--- src/hdl/axi_burst_pkg.sv ---
package axi_burst_pkg;

  // AXI burst type, encoded as on the AxBURST wires
  // the allow mask uses the same encoding as its bit index
  typedef enum logic [1:0] {
    e_fixed    = 2'b00,
    e_incr     = 2'b01,
    e_wrap     = 2'b10,
    e_reserved = 2'b11
  } burst_e;

  // why a request was dropped by the admission checker
  // listed in the order the checker tests them
  typedef enum logic [2:0] {
    e_ok           = 3'd0,
    e_bad_type     = 3'd1,
    e_not_allowed  = 3'd2,
    e_bad_size     = 3'd3,
    e_bad_wrap_len = 3'd4,
    e_cross_4k     = 3'd5
  } reject_e;

  // INCR bursts must stay inside one page of this many bytes
  localparam int page_bytes_c = 4096;

  // largest AxLEN, so at most 256 transfers per burst
  localparam int max_len_c = 255;

endpackage

--- src/hdl/burst_req_if.sv ---
interface burst_req_if
  import axi_burst_pkg::*;
#(
  parameter int addr_width_p = 32
) ();

  // handshake, transfer when both are high
  logic                    v;
  logic                    ready;

  // admitted burst fields
  logic [addr_width_p-1:0] addr;
  burst_e                  burst;
  logic [7:0]              len;
  logic [2:0]              size;

  // checker side offers legal bursts
  modport src (output v, addr, burst, len, size, input ready);

  // pump side takes them when idle
  modport dst (input v, addr, burst, len, size, output ready);

endinterface

--- src/hdl/burst_cfg_regs.sv ---
module burst_cfg_regs
  import axi_burst_pkg::*;
(
  input  logic       clk_i,
  input  logic       reset_i,
  input  logic       cfg_we_i,
  input  logic [2:0] cfg_allow_i,
  input  logic       reject_v_i,
  input  reject_e    reject_why_i,
  output logic [2:0] allow_o,
  output logic       err_o,
  output logic [7:0] err_count_o
);

  logic [2:0] allow_r;
  logic       err_r;
  logic [7:0] count_r;
  reject_e    last_why_r;

  // allow mask, one bit per burst type, all types allowed out of reset
  // a write lands at the next edge and steers requests after it
  always_ff @(posedge clk_i) begin
    if (reset_i) begin
      allow_r <= 3'b111;
    end else if (cfg_we_i) begin
      allow_r <= cfg_allow_i;
    end
  end

  // reject strobe becomes a one cycle error pulse
  // counter sticks at 255
  always_ff @(posedge clk_i) begin
    if (reset_i) begin
      err_r   <= 1'b0;
      count_r <= '0;
    end else begin
      err_r <= reject_v_i;
      if (reject_v_i && (count_r != 8'hff)) begin
        count_r <= count_r + 8'd1;
      end
    end
  end

  // reason of the most recent reject, kept for checking only
  always_ff @(posedge clk_i) begin
    if (reject_v_i) begin
      last_why_r <= reject_why_i;
    end
  end

  assign allow_o     = allow_r;
  assign err_o       = err_r;
  assign err_count_o = count_r;

  // every error pulse must come from a real reject reason
  a_reject_has_reason : assert property (
    @(posedge clk_i) disable iff (reset_i) err_r |-> (last_why_r != e_ok)
  );

endmodule

--- src/hdl/burst_admit_check.sv ---
module burst_admit_check
  import axi_burst_pkg::*;
#(
  parameter int addr_width_p = 32,
  parameter int data_width_p = 64
) (
  input  logic                    clk_i,
  input  logic                    reset_i,
  input  logic                    req_v_i,
  input  logic [addr_width_p-1:0] req_addr_i,
  input  burst_e                  req_burst_i,
  input  logic [7:0]              req_len_i,
  input  logic [2:0]              req_size_i,
  output logic                    req_ready_o,
  input  logic [2:0]              allow_i,
  output logic                    reject_v_o,
  output reject_e                 reject_why_o,
  burst_req_if.src                req
);

  localparam int lg_bytes_lp = $clog2(data_width_p/8);
  localparam int page_lg_lp  = $clog2(page_bytes_c);
  localparam int len_w_lp    = $clog2(max_len_c+1);

  logic                  allow_bit;
  logic                  wrap_len_ok;
  logic                  unaligned;
  logic                  crosses_page;
  logic [len_w_lp:0]     beats;
  logic [addr_width_p:0] span_bytes;
  logic [addr_width_p:0] last_byte;
  reject_e               why;

  // pick the allow bit of this burst type
  always_comb begin
    case (req_burst_i)
      e_fixed: allow_bit = allow_i[0];
      e_incr:  allow_bit = allow_i[1];
      e_wrap:  allow_bit = allow_i[2];
      default: allow_bit = 1'b0;
    endcase
  end

  // WRAP needs 2, 4, 8 or 16 beats and a size aligned start
  assign wrap_len_ok = req_len_i inside {8'd1, 8'd3, 8'd7, 8'd15};
  assign unaligned   = (req_addr_i & ~({addr_width_p{1'b1}} << req_size_i)) != '0;

  // last byte of an INCR burst, one extra bit so the top of memory also counts as a cross
  assign beats        = {1'b0, req_len_i} + 1'b1;
  assign span_bytes   = (addr_width_p+1)'(beats) << req_size_i;
  assign last_byte    = {1'b0, req_addr_i} + span_bytes - 1'b1;
  assign crosses_page = last_byte[addr_width_p:page_lg_lp]
                        != {1'b0, req_addr_i[addr_width_p-1:page_lg_lp]};

  // first failing rule wins
  always_comb begin
    if (req_burst_i == e_reserved) begin
      why = e_bad_type;
    end else if (!allow_bit) begin
      why = e_not_allowed;
    end else if (req_size_i > 3'(lg_bytes_lp)) begin
      why = e_bad_size;
    end else if ((req_burst_i == e_wrap) && (!wrap_len_ok || unaligned)) begin
      why = e_bad_wrap_len;
    end else if ((req_burst_i == e_incr) && crosses_page) begin
      why = e_cross_4k;
    end else begin
      why = e_ok;
    end
  end

  // ready always comes from the pump, so illegal requests are taken too
  assign req_ready_o = req.ready;

  // only legal bursts reach the pump
  assign req.v     = req_v_i && (why == e_ok);
  assign req.addr  = req_addr_i;
  assign req.burst = req_burst_i;
  assign req.len   = req_len_i;
  assign req.size  = req_size_i;

  // illegal requests are swallowed on the handshake
  assign reject_v_o   = req_v_i && req.ready && (why != e_ok);
  assign reject_why_o = why;

  a_admit_or_reject : assert property (
    @(posedge clk_i) disable iff (reset_i) !(req.v && reject_v_o)
  );

endmodule

--- src/hdl/axi_burst_pump.sv ---
module axi_burst_pump
  import axi_burst_pkg::*;
#(
  parameter int addr_width_p = 32,
  parameter int data_width_p = 64
) (
  input  logic                      clk_i,
  input  logic                      reset_i,
  burst_req_if.dst                  req,
  output logic                      beat_v_o,
  input  logic                      beat_send_i,
  output logic [addr_width_p-1:0]   beat_addr_o,
  output logic [data_width_p/8-1:0] beat_mask_o,
  output logic [2:0]                beat_size_o,
  output logic                      beat_first_o,
  output logic                      beat_last_o
);

  localparam int bytes_lp    = data_width_p/8;
  localparam int lg_bytes_lp = $clog2(bytes_lp);
  localparam int page_lg_lp  = $clog2(page_bytes_c);
  localparam int len_w_lp    = $clog2(max_len_c+1);

  typedef enum logic {
    e_idle,
    e_send
  } state_e;

  state_e state_r, state_n;

  // captured burst
  logic [addr_width_p-1:0] start_r;
  burst_e                  burst_r;
  logic [len_w_lp-1:0]     len_r;
  logic [2:0]              size_r;

  // per beat state
  logic [len_w_lp-1:0]     count_r;
  logic [addr_width_p-1:0] addr_r;
  logic [addr_width_p-1:0] addr_n;

  logic                    accept;
  logic                    send;
  logic [addr_width_p-1:0] num_bytes;
  logic [addr_width_p-1:0] aligned_addr;
  logic [addr_width_p-1:0] incr_addr;
  logic                    is_aligned;
  logic [2:0]              lg_len;
  logic [addr_width_p-1:0] wrap_span;
  logic [addr_width_p-1:0] lower_wrap;
  logic [addr_width_p-1:0] upper_wrap;
  logic [lg_bytes_lp-1:0]  low_lane;
  logic [lg_bytes_lp-1:0]  high_lane;
  logic [lg_bytes_lp:0]    high_lane_p1;

  assign accept = req.v && req.ready;
  assign send   = beat_v_o && beat_send_i;

  always_ff @(posedge clk_i) begin
    if (reset_i) begin
      state_r <= e_idle;
      count_r <= '0;
    end else begin
      state_r <= state_n;
      // beat index restarts with each burst
      if (accept) begin
        count_r <= '0;
      end else if (send) begin
        count_r <= count_r + 1'b1;
      end
    end
  end

  always_ff @(posedge clk_i) begin
    if (accept) begin
      start_r <= req.addr;
      burst_r <= req.burst;
      len_r   <= req.len;
      size_r  <= req.size;
    end
    // beat 0 uses the raw start address
    if (accept) begin
      addr_r <= req.addr;
    end else if (send) begin
      addr_r <= addr_n;
    end
  end

  // idle until a legal burst arrives, then send until the last beat leaves
  always_comb begin
    state_n = state_r;
    case (state_r)
      e_idle: if (accept) state_n = e_send;
      e_send: if (send && beat_last_o) state_n = e_idle;
      default: state_n = e_idle;
    endcase
  end

  assign req.ready = (state_r == e_idle);
  assign beat_v_o  = (state_r == e_send);

  // INCR step from the size aligned address
  assign num_bytes    = addr_width_p'(1) << size_r;
  assign aligned_addr = (addr_r >> size_r) << size_r;
  assign incr_addr    = aligned_addr + num_bytes;
  assign is_aligned   = (aligned_addr == addr_r);

  // WRAP only allows len of 1, 3, 7 or 15, so log2 of the beat count is a lookup
  always_comb begin
    case (len_r)
      8'd1:    lg_len = 3'd1;
      8'd3:    lg_len = 3'd2;
      8'd7:    lg_len = 3'd3;
      8'd15:   lg_len = 3'd4;
      default: lg_len = 3'd0;
    endcase
  end

  // wrap window is (len+1) << size bytes, lower edge found by shifting only
  assign wrap_span  = (addr_width_p'(len_r) + 1'b1) << size_r;
  assign lower_wrap = ((start_r >> lg_len) >> size_r) << lg_len << size_r;
  assign upper_wrap = lower_wrap + wrap_span;

  always_comb begin
    case (burst_r)
      e_incr:  addr_n = incr_addr;
      e_wrap:  addr_n = (incr_addr == upper_wrap) ? lower_wrap : incr_addr;
      // FIXED and anything else repeats the address
      default: addr_n = addr_r;
    endcase
  end

  // byte lanes of this beat inside the data bus
  // unaligned beats end where the aligned transfer would end
  assign low_lane     = addr_r[lg_bytes_lp-1:0];
  assign high_lane    = is_aligned ? low_lane + num_bytes[lg_bytes_lp-1:0] - 1'b1
                                   : incr_addr[lg_bytes_lp-1:0] - 1'b1;
  assign high_lane_p1 = {1'b0, high_lane} + 1'b1;

  // ones from low lane up to and including high lane
  assign beat_mask_o = ({bytes_lp{1'b1}} << low_lane)
                       & ~({bytes_lp{1'b1}} << high_lane_p1);

  assign beat_addr_o  = addr_r;
  assign beat_size_o  = size_r;
  assign beat_first_o = (count_r == '0);
  assign beat_last_o  = (count_r == len_r);

  a_ready_xor_busy : assert property (
    @(posedge clk_i) disable iff (reset_i) !(req.ready && beat_v_o)
  );

  // a stalled beat keeps every field until it is sent
  a_hold_on_stall : assert property (
    @(posedge clk_i) disable iff (reset_i)
    (beat_v_o && !beat_send_i) |=>
      (beat_v_o && $stable({beat_addr_o, beat_mask_o, beat_size_o,
                            beat_first_o, beat_last_o}))
  );

  // the checker keeps INCR bursts in one page, so no beat may leave it
  a_incr_in_page : assert property (
    @(posedge clk_i) disable iff (reset_i)
    (beat_v_o && (burst_r == e_incr)) |->
      (beat_addr_o[addr_width_p-1:page_lg_lp] == start_r[addr_width_p-1:page_lg_lp])
  );

endmodule

--- src/hdl/axi_burst_top.sv ---
module axi_burst_top
  import axi_burst_pkg::*;
#(
  parameter int addr_width_p = 32,
  parameter int data_width_p = 64
) (
  input  logic                      clk_i,
  input  logic                      reset_i,
  // request side
  input  logic                      req_v_i,
  output logic                      req_ready_o,
  input  logic [addr_width_p-1:0]   req_addr_i,
  input  burst_e                    req_burst_i,
  input  logic [7:0]                req_len_i,
  input  logic [2:0]                req_size_i,
  // beat side
  output logic                      beat_v_o,
  input  logic                      beat_send_i,
  output logic [addr_width_p-1:0]   beat_addr_o,
  output logic [data_width_p/8-1:0] beat_mask_o,
  output logic [2:0]                beat_size_o,
  output logic                      beat_first_o,
  output logic                      beat_last_o,
  // errors and config
  output logic                      err_o,
  output logic [7:0]                err_count_o,
  input  logic                      cfg_we_i,
  input  logic [2:0]                cfg_allow_i
);

  logic [2:0] allow;
  logic       reject_v;
  reject_e    reject_why;

  // admitted bursts from checker to pump
  burst_req_if #(.addr_width_p(addr_width_p)) req_if ();

  burst_cfg_regs cfg (
    .clk_i       (clk_i),
    .reset_i     (reset_i),
    .cfg_we_i    (cfg_we_i),
    .cfg_allow_i (cfg_allow_i),
    .reject_v_i  (reject_v),
    .reject_why_i(reject_why),
    .allow_o     (allow),
    .err_o       (err_o),
    .err_count_o (err_count_o)
  );

  burst_admit_check #(
    .addr_width_p(addr_width_p),
    .data_width_p(data_width_p)
  ) check (
    .clk_i       (clk_i),
    .reset_i     (reset_i),
    .req_v_i     (req_v_i),
    .req_addr_i  (req_addr_i),
    .req_burst_i (req_burst_i),
    .req_len_i   (req_len_i),
    .req_size_i  (req_size_i),
    .req_ready_o (req_ready_o),
    .allow_i     (allow),
    .reject_v_o  (reject_v),
    .reject_why_o(reject_why),
    .req         (req_if.src)
  );

  axi_burst_pump #(
    .addr_width_p(addr_width_p),
    .data_width_p(data_width_p)
  ) pump (
    .clk_i       (clk_i),
    .reset_i     (reset_i),
    .req         (req_if.dst),
    .beat_v_o    (beat_v_o),
    .beat_send_i (beat_send_i),
    .beat_addr_o (beat_addr_o),
    .beat_mask_o (beat_mask_o),
    .beat_size_o (beat_size_o),
    .beat_first_o(beat_first_o),
    .beat_last_o (beat_last_o)
  );

endmodule

--- config.mk ---
export PLATFORM = sky130hd
export DESIGN_NAME = axi_burst_top
export DESIGN_NICKNAME = d
export VERILOG_FILES = /design/src/hdl/axi_burst_pkg.sv /design/src/hdl/burst_req_if.sv /design/src/hdl/burst_cfg_regs.sv /design/src/hdl/burst_admit_check.sv /design/src/hdl/axi_burst_pump.sv /design/src/hdl/axi_burst_top.sv
export SDC_FILE = /design/constraint.sdc
export NUM_CORES = 1
export LEC_CHECK = 0
export ABC_AREA = 1
export BUFFER_PORTS_ARGS = -buffer_cell sky130_fd_sc_hd__buf_2
export CAP_MARGIN = 10
export CORE_ASPECT_RATIO = 1.4
export CORE_MARGIN = 3
export CORE_UTILIZATION = 64
export CTS_BUF_LIST = sky130_fd_sc_hd__clkbuf_4 sky130_fd_sc_hd__clkbuf_8
export CTS_CLUSTER_SIZE = 25
export DETAILED_ROUTE_END_ITERATION = 16
export PLACE_DENSITY = 0.84
export SYNTH_ARGS = -nofsm -noshare
export SYNTH_HDL_FRONTEND = slang
export SYNTH_SLANG_ARGS = --single-unit
export TNS_END_PERCENT = 100
--- constraint.sdc ---
create_clock -name clk_i -period 8.75 [get_ports clk_i]
set_clock_uncertainty 0.2 [all_clocks]
set_input_delay 0.875 -clock clk_i [delete_from_list [all_inputs] [get_ports clk_i]]
set_output_delay 0.875 -clock clk_i [all_outputs]
set_load 0.1 [all_outputs]
==> results of run 1 <==
==> Yosys cell counts, drive strengths merged <==
master	number	area share
inv	315	0.085
dfxtp	21	0.030
clkbuf	39	0.011
a31o	1	0.00063
nand2	699	0.19
ha	83	0.075
o211ai	13	0.0070
fa	2	0.0029
a211oi	3	0.0016
and3	3	0.0013
a21boi	2	0.0011
o2111ai	2	0.0013
o21bai	7	0.0038
mux2i	9	0.0065
nor2	180	0.051
o21ai	108	0.039
nor3	24	0.0093
buf	46	0.018
xor2	49	0.031
o31ai	2	0.0011
o21a	1	0.00054
xnor3	2	0.0032
a22o	1	0.00063
a21oi	72	0.026
and2	2	0.00099
or2	14	0.0063
a22oi	3	0.0016
a21o	6	0.0032
nor3b	1	0.00054
nor4	10	0.0045
o211a	1	0.00072
nand4	45	0.020
nand3b	6	0.0032
a31oi	13	0.0058
xnor2	32	0.020
o22ai	5	0.0022
nand3	469	0.17
edfxtp	77	0.17
==> power by group through the flow <==
stage | clock [W] | combinational (W) | sequential [W]
after floorplan | 0 | 0.000407 | 0.000586
after detailed placement | 0 | 0.000597 | 0.000545
after CTS | 0.000386 | 0.000600 | 0.000535
final | 0.000388 | 0.000612 | 0.000536
after global placement | 0 | 0.000587 | 0.000545
after global routing | 0.000405 | 0.000679 | 0.000537
==> area by class of cell <==
type                       count  share of cell area
clock inverter                 7             0.00910
sequential                    98               0.184
timing repair buffer         127              0.0482
tap                          260              0.0219
clock buffer                   9             0.00834
multi-input combinational   1870               0.649
inverter                     315              0.0797
==> worst max-delay path: cells and delay by family, from the launching register on <==
family,cells,cell delay [ns]
buf+inv,3,1.12
fa+ha+maj,2,0.67
xor+xnor,1,0.19
compound gates,4,0.96
flops,1,0.56
simple gates,27,3.68
==> cell families (layout without fill, tap and decap cells) <==
logic type	Yosys count	after routing	synth area share
simple gates	1453	1453	0.456
fa+ha+maj	85	85	0.0774
xor+xnor	83	83	0.0542
compound gates	240	240	0.0965
flops	98	98	0.196
mux	9	9	0.00647
buf+inv	400	458	0.113
==> through the flow <==
step,std cells,area [µm²],util
after floorplan,2368,13900,-
after global placement,2669,14600,0.684
after detailed placement,2669,14600,0.684
after CTS,2685,14800,0.696
after global routing,2686,14800,0.697
final,2686,14800,0.697
==> worst max-delay path by stage <==
stage	start	end	cells after the start
2_1_floorplan	pump.beat_size_o[2]	beat_mask_o[5]	18
3_3_place_gp	pump.len_r[0]	pump.beat_addr_o[0]	40
3_5_place_dp	pump.len_r[0]	pump.beat_addr_o[0]	37
4_1_cts	pump.len_r[0]	pump.beat_addr_o[0]	37
5_1_grt	pump.len_r[0]	pump.beat_addr_o[20]	39
6_report	pump.len_r[0]	pump.beat_addr_o[0]	37
==> placed cells by master, fill, tap and decap left out, drive strengths merged, types with 6 or more instances in the layout <==
| cell type | n |
|---|---|
| xnor2 | 32 |
| a21o | 6 |
| ha | 83 |
| a31oi | 13 |
| nor3 | 24 |
| nand3 | 469 |
| o211ai | 13 |
| o21ai | 108 |
| inv | 317 |
| edfxtp | 77 |
| nand2 | 699 |
| nand3b | 6 |
| nand4 | 45 |
| nor4 | 10 |
| a21oi | 72 |
| xor2 | 49 |
| clkbuf | 9 |
| o21bai | 7 |
| dfxtp | 21 |
| mux2i | 9 |
| nor2 | 180 |
| or2 | 14 |
| buf | 127 |
==> state kept, by name, summed over array words and instances (netlist names) <==
signal            flops
pump.burst_r          2
pump.count_r          8
pump.len_r            8
pump.beat_addr_o     32
pump.start_r         32
cfg.allow_o           3
pump.beat_size_o      3
cfg.err_o             1
cfg.err_count_o       8
pump.beat_v_o         1
==> per-layer routing <==
layer | track usage | vias up
met5 | 0 | -
met4 | 0.312 | 0
met3 | 0.0555 | 297
met2 | 0.721 | 938
met1 | 0.447 | 7569
li1 | - | 7940
==> flow_summary.ini, run 1 <==
[status]
status = completed

[sta]
finalSetupViolCount = 0
fmax_ghz = 0.131
whs_ns = 0.269
period_share = 0.873
timing.final.ws_setup_ns = 1.11
slew_headroom = 0.354
finalHoldViolCount = 0
slew_violations = 0
fin_crit_ns = 7.64
tightest_slew_ns = 0.966
rsz0062_at_grt = false
finalSetupTns_ns = 0

[synthesis]
synth-seq-cells = 98
yosys.cell_types.count = 54
synth_warnings = 0
avgSynthCellArea_um2 = 5.88
syn_area_um2 = 13900
syn_inst = 2368
syn-num-nets = 2506
yosysSeqAreaShare = 0.196

[place]
portBuffers = 108
place_congestion = 1.06
pre_cts_ws_ns = 1.32
hpwlAfterDp_mm = 39.5

[power_and_ir_drop]
switchingPower_w = 0.000639
combPwrFrac = 0.399
power_w = 0.00154
sequentialPowerShare = 0.349
leakage_nw = 7.60
sw_frac_of_total = 0.416
powerDensity_nw_per_um2 = 103
ir_worst_vdd_uv = 105
power_frac_clock = 0.253
internal_power_w = 0.000897

[cts]
cts_root_buf = clkbuf_8
ctsHoldBuffers = 0
htreeDepth = 3
cts_buffers = 9
worstSkewPairLatency_ns = 0.42
clockBufferDepth = 2
postCtsSetupBuffers = 0
cts_sinks = 98
cts_resized = 0
path_clk_slew_ns = 0.12
cts_tree = built

[hold_path]
min_from = cfg.allow_o[1]
hp-class = register to register
hold_end = cfg.allow_o[1]
worstHoldPathCells = 2

[critical_path]
slowest_delay_ns = 0.65
ff2ff_path_depth = 37
endpoint_kind = register
crit_required_ns = 8.73
start_kind = register
regToRegStartpoint = pump.len_r[0]
r2r_slack_ns = 1.11
critPathSlowestCell = nand2_1
rr_endpoint = pump.beat_addr_o[0]
worstSetupPathType = register to register
critPathMaxFanout = 32
cp.arrival_ns = 7.61
cp_common_cell = nand3_1

[floorplanning]
ios = 109
fp.dieArea_um2 = 23600
row_count = 63
core-area_um2 = 21300
die_w_um = 131
initial_core_util = 0.654
die_height_um = 181

[detailed_routing]
first_pass_iters = 7
via_per_inst = 6.23
initialDrtViolationCount = 1894
vias = 16700
wl_met1_mm = 17.1
ant_nets = 0
wl_met3_mm = 3.44
drt-total-wl_mm = 49.1
post-route-drc-count = 0
wl_met2_mm = 23.8
dr.max_layer_used = met4
routedWlPerCell_um = 18.3

[layout]
diodes = 0
synthToLayoutAreaGrowth_pct = 6.57
seq_area_um2 = 2730
nNetsFinal = 2559
drive_above_1_share = 0.0775
nFillCells = 1972
multi_input_area_um2 = 9630

[grt]
grt-ovfl-total = 0
grt_pass1_wl_mm = 78.3
grt.total_usage = 0.416
antenna_found_initial = 0
grt_pass1_vias = 15800
grt_max_degree = 54

[job]
drv_cap = 0
(Power assumes the default switching activity.)
==> run 2: changes to the inputs <==
Settings changed: CELL_PAD_IN_SITES_DETAIL_PLACEMENT set to 1, CELL_PAD_IN_SITES_GLOBAL_PLACEMENT set to 1, CORE_UTILIZATION 64 to 44, PLACE_DENSITY 0.84 to not set, PLACE_DENSITY_LB_ADDON set to 0.1, SKIP_LAST_GASP set to 1.
==> run 2 against run 1 <==
  * Combinational power increased by 2%
  * Die area up 43%
  * Via count fell by 2.5%
  * Clock power down 11%
==> flow_summary.ini, run 2 (synthesis results as in run 1) <==
[critical_path]
critPathSlowestCell = edfxtp_1
regToRegStartpoint = pump.len_r[0]
start_kind = register
rr_endpoint = pump.beat_addr_o[13]
endpoint_kind = register
crit_required_ns = 8.74
ff2ff_path_depth = 42
cp.arrival_ns = 7.78
worstSetupPathType = register to register
critPathMaxFanout = 33
r2r_slack_ns = 0.96
cp_common_cell = nand2_1
crit_buf_inv = 6
path_delay_family = simple AND/OR/NAND/NOR gates
slowest_delay_ns = 0.69

[detailed_routing]
vias = 16300
via_per_inst = 5.80
initialDrtViolationCount = 956
post-route-drc-count = 0
ant_nets = 0
routedWlPerCell_um = 19.5
drt-total-wl_mm = 54.8
first_pass_iters = 5

[floorplanning]
ios = 109
die_height_um = 217
row_count = 76
core-area_um2 = 31000
fp.dieArea_um2 = 33900
initial_core_util = 0.449
die_w_um = 156

[layout]
synthToLayoutAreaGrowth_pct = 7.15
final_cell_mix = nand2_1, nand3_1, inv_1
nNetsFinal = 2557
drive_above_1_share = 0.0767
final_common_cell = nand2_1
finalCoreUtilization = 0.481
diodes = 0

[power_and_ir_drop]
internal_power_w = 0.000841
switchingPower_w = 0.000669
combPwrFrac = 0.415
leakage_nw = 7.56
sequentialPowerShare = 0.355
powerDensity_nw_per_um2 = 101
power_frac_clock = 0.230
ir_worst_vdd_uv = 70.5
sw_frac_of_total = 0.443

[cts]
htreeDepth = 3
clockBufferDepth = 2
cts_buffers = 9
path_clk_slew_ns = 0.13
cts_sinks = 98
cts_resized = 0
worstSkewPairLatency_ns = 0.44
postCtsSetupBuffers = 0
ctsHoldBuffers = 0
cts_tree = built
cts_root_buf = clkbuf_8

[grt]
grt-ovfl-total = 0
grt.total_usage = 0.325
antenna_found_initial = 0
grt_pass1_wl_mm = 88.0
grt_max_degree = 55
grt_pass1_vias = 17200

[sta]
fin_crit_ns = 7.79
tightest_slew_ns = 1.20
slew_headroom = 0.199
period_share = 0.890
fmax_ghz = 0.128
rsz0062_at_grt = false
slew_violations = 0
finalSetupViolCount = 0
finalHoldViolCount = 0
finalSetupTns_ns = 0

[place]
place_congestion = 0.927
portBuffers = 108
hpwlAfterDp_mm = 45.9

[hold_path]
hold_end = cfg.allow_o[0]
min_from = cfg.allow_o[0]
worstHoldPathCells = 2
hp-class = register to register

[status]
status = completed

[job]
drv_cap = 0
-- run 2: cell types whose count changed in the layout (fill, tap and decap cells not counted), sizes merged --
cell,delta
clkinv,-1
inv,+3
bufinv,-2
buf,-2
-- run 2: metrics by stage --
| step | worst slack (ns) | cell area (µm²) | total power (W) | hold WS [ns] | cells |
|---|---|---|---|---|---|
| global route | 0.220 | 14900 | 0.00160 | 0.305 | 2814 |
| CTS | 1.14 | 14900 | 0.00151 | 0.281 | 2813 |
| global placement | 1.42 | 14700 | 0.00115 | 0.244 | 2797 |
| detailed placement | 1.19 | 14700 | 0.00117 | 0.248 | 2797 |
| floorplan | 1.93 | 13900 | 0.000993 | 0.229 | 2368 |
| finish | 0.958 | 14900 | 0.00151 | 0.277 | 2814 |
-- run 2: routing by layer --
layer	global-route usage	wire length (µm)
met4	0.209	4250
met1	0.343	20600
met2	0.599	28200
met3	0.0384	1760
met5	0	0
-- run 2: worst max path at each step --
stage | from | endpoint | slack [ns] | cells past startpoint
6_report | pump.len_r[0] | pump.beat_addr_o[13] | 0.96 | 42
2_1_floorplan | pump.beat_size_o[2] | beat_mask_o[5] | 1.93 | 18
4_1_cts | pump.len_r[0] | pump.beat_addr_o[5] | 1.14 | 39
5_1_grt | pump.len_r[4] | pump.beat_addr_o[5] | 0.22 | 37
3_3_place_gp | pump.len_r[0] | pump.beat_addr_o[13] | 1.42 | 39
3_5_place_dp | pump.len_r[0] | pump.beat_addr_o[5] | 1.19 | 42
-- run 2: area by class of cell --
cell class,instances,area (µm²)
flip-flops and latches,98,2730
clock inverters,7,90.1
multi-input cells,1870,9640
clock buffers,9,124
well taps,390,488
fillers,4535,16100
repair buffers,125,672
inverters,315,1180
-- run 2: worst register-to-register path: cells and delay by family (launching register included) --
family,cells,cell delay [ns]
simple gates,34,4.44
buf+inv,6,1.36
fa+ha+maj,2,0.85
flops,1,0.69
-- run 2: power by group through the flow --
stage	Combinational (W)	Clock (W)	Sequential, W
finish	0.000627	0.000347	0.000536
global route	0.000699	0.000366	0.000537
CTS	0.000627	0.000353	0.000535
detailed placement	0.000624	0	0.000546
global placement	0.000606	0	0.000546
floorplan	0.000407	0	0.000586
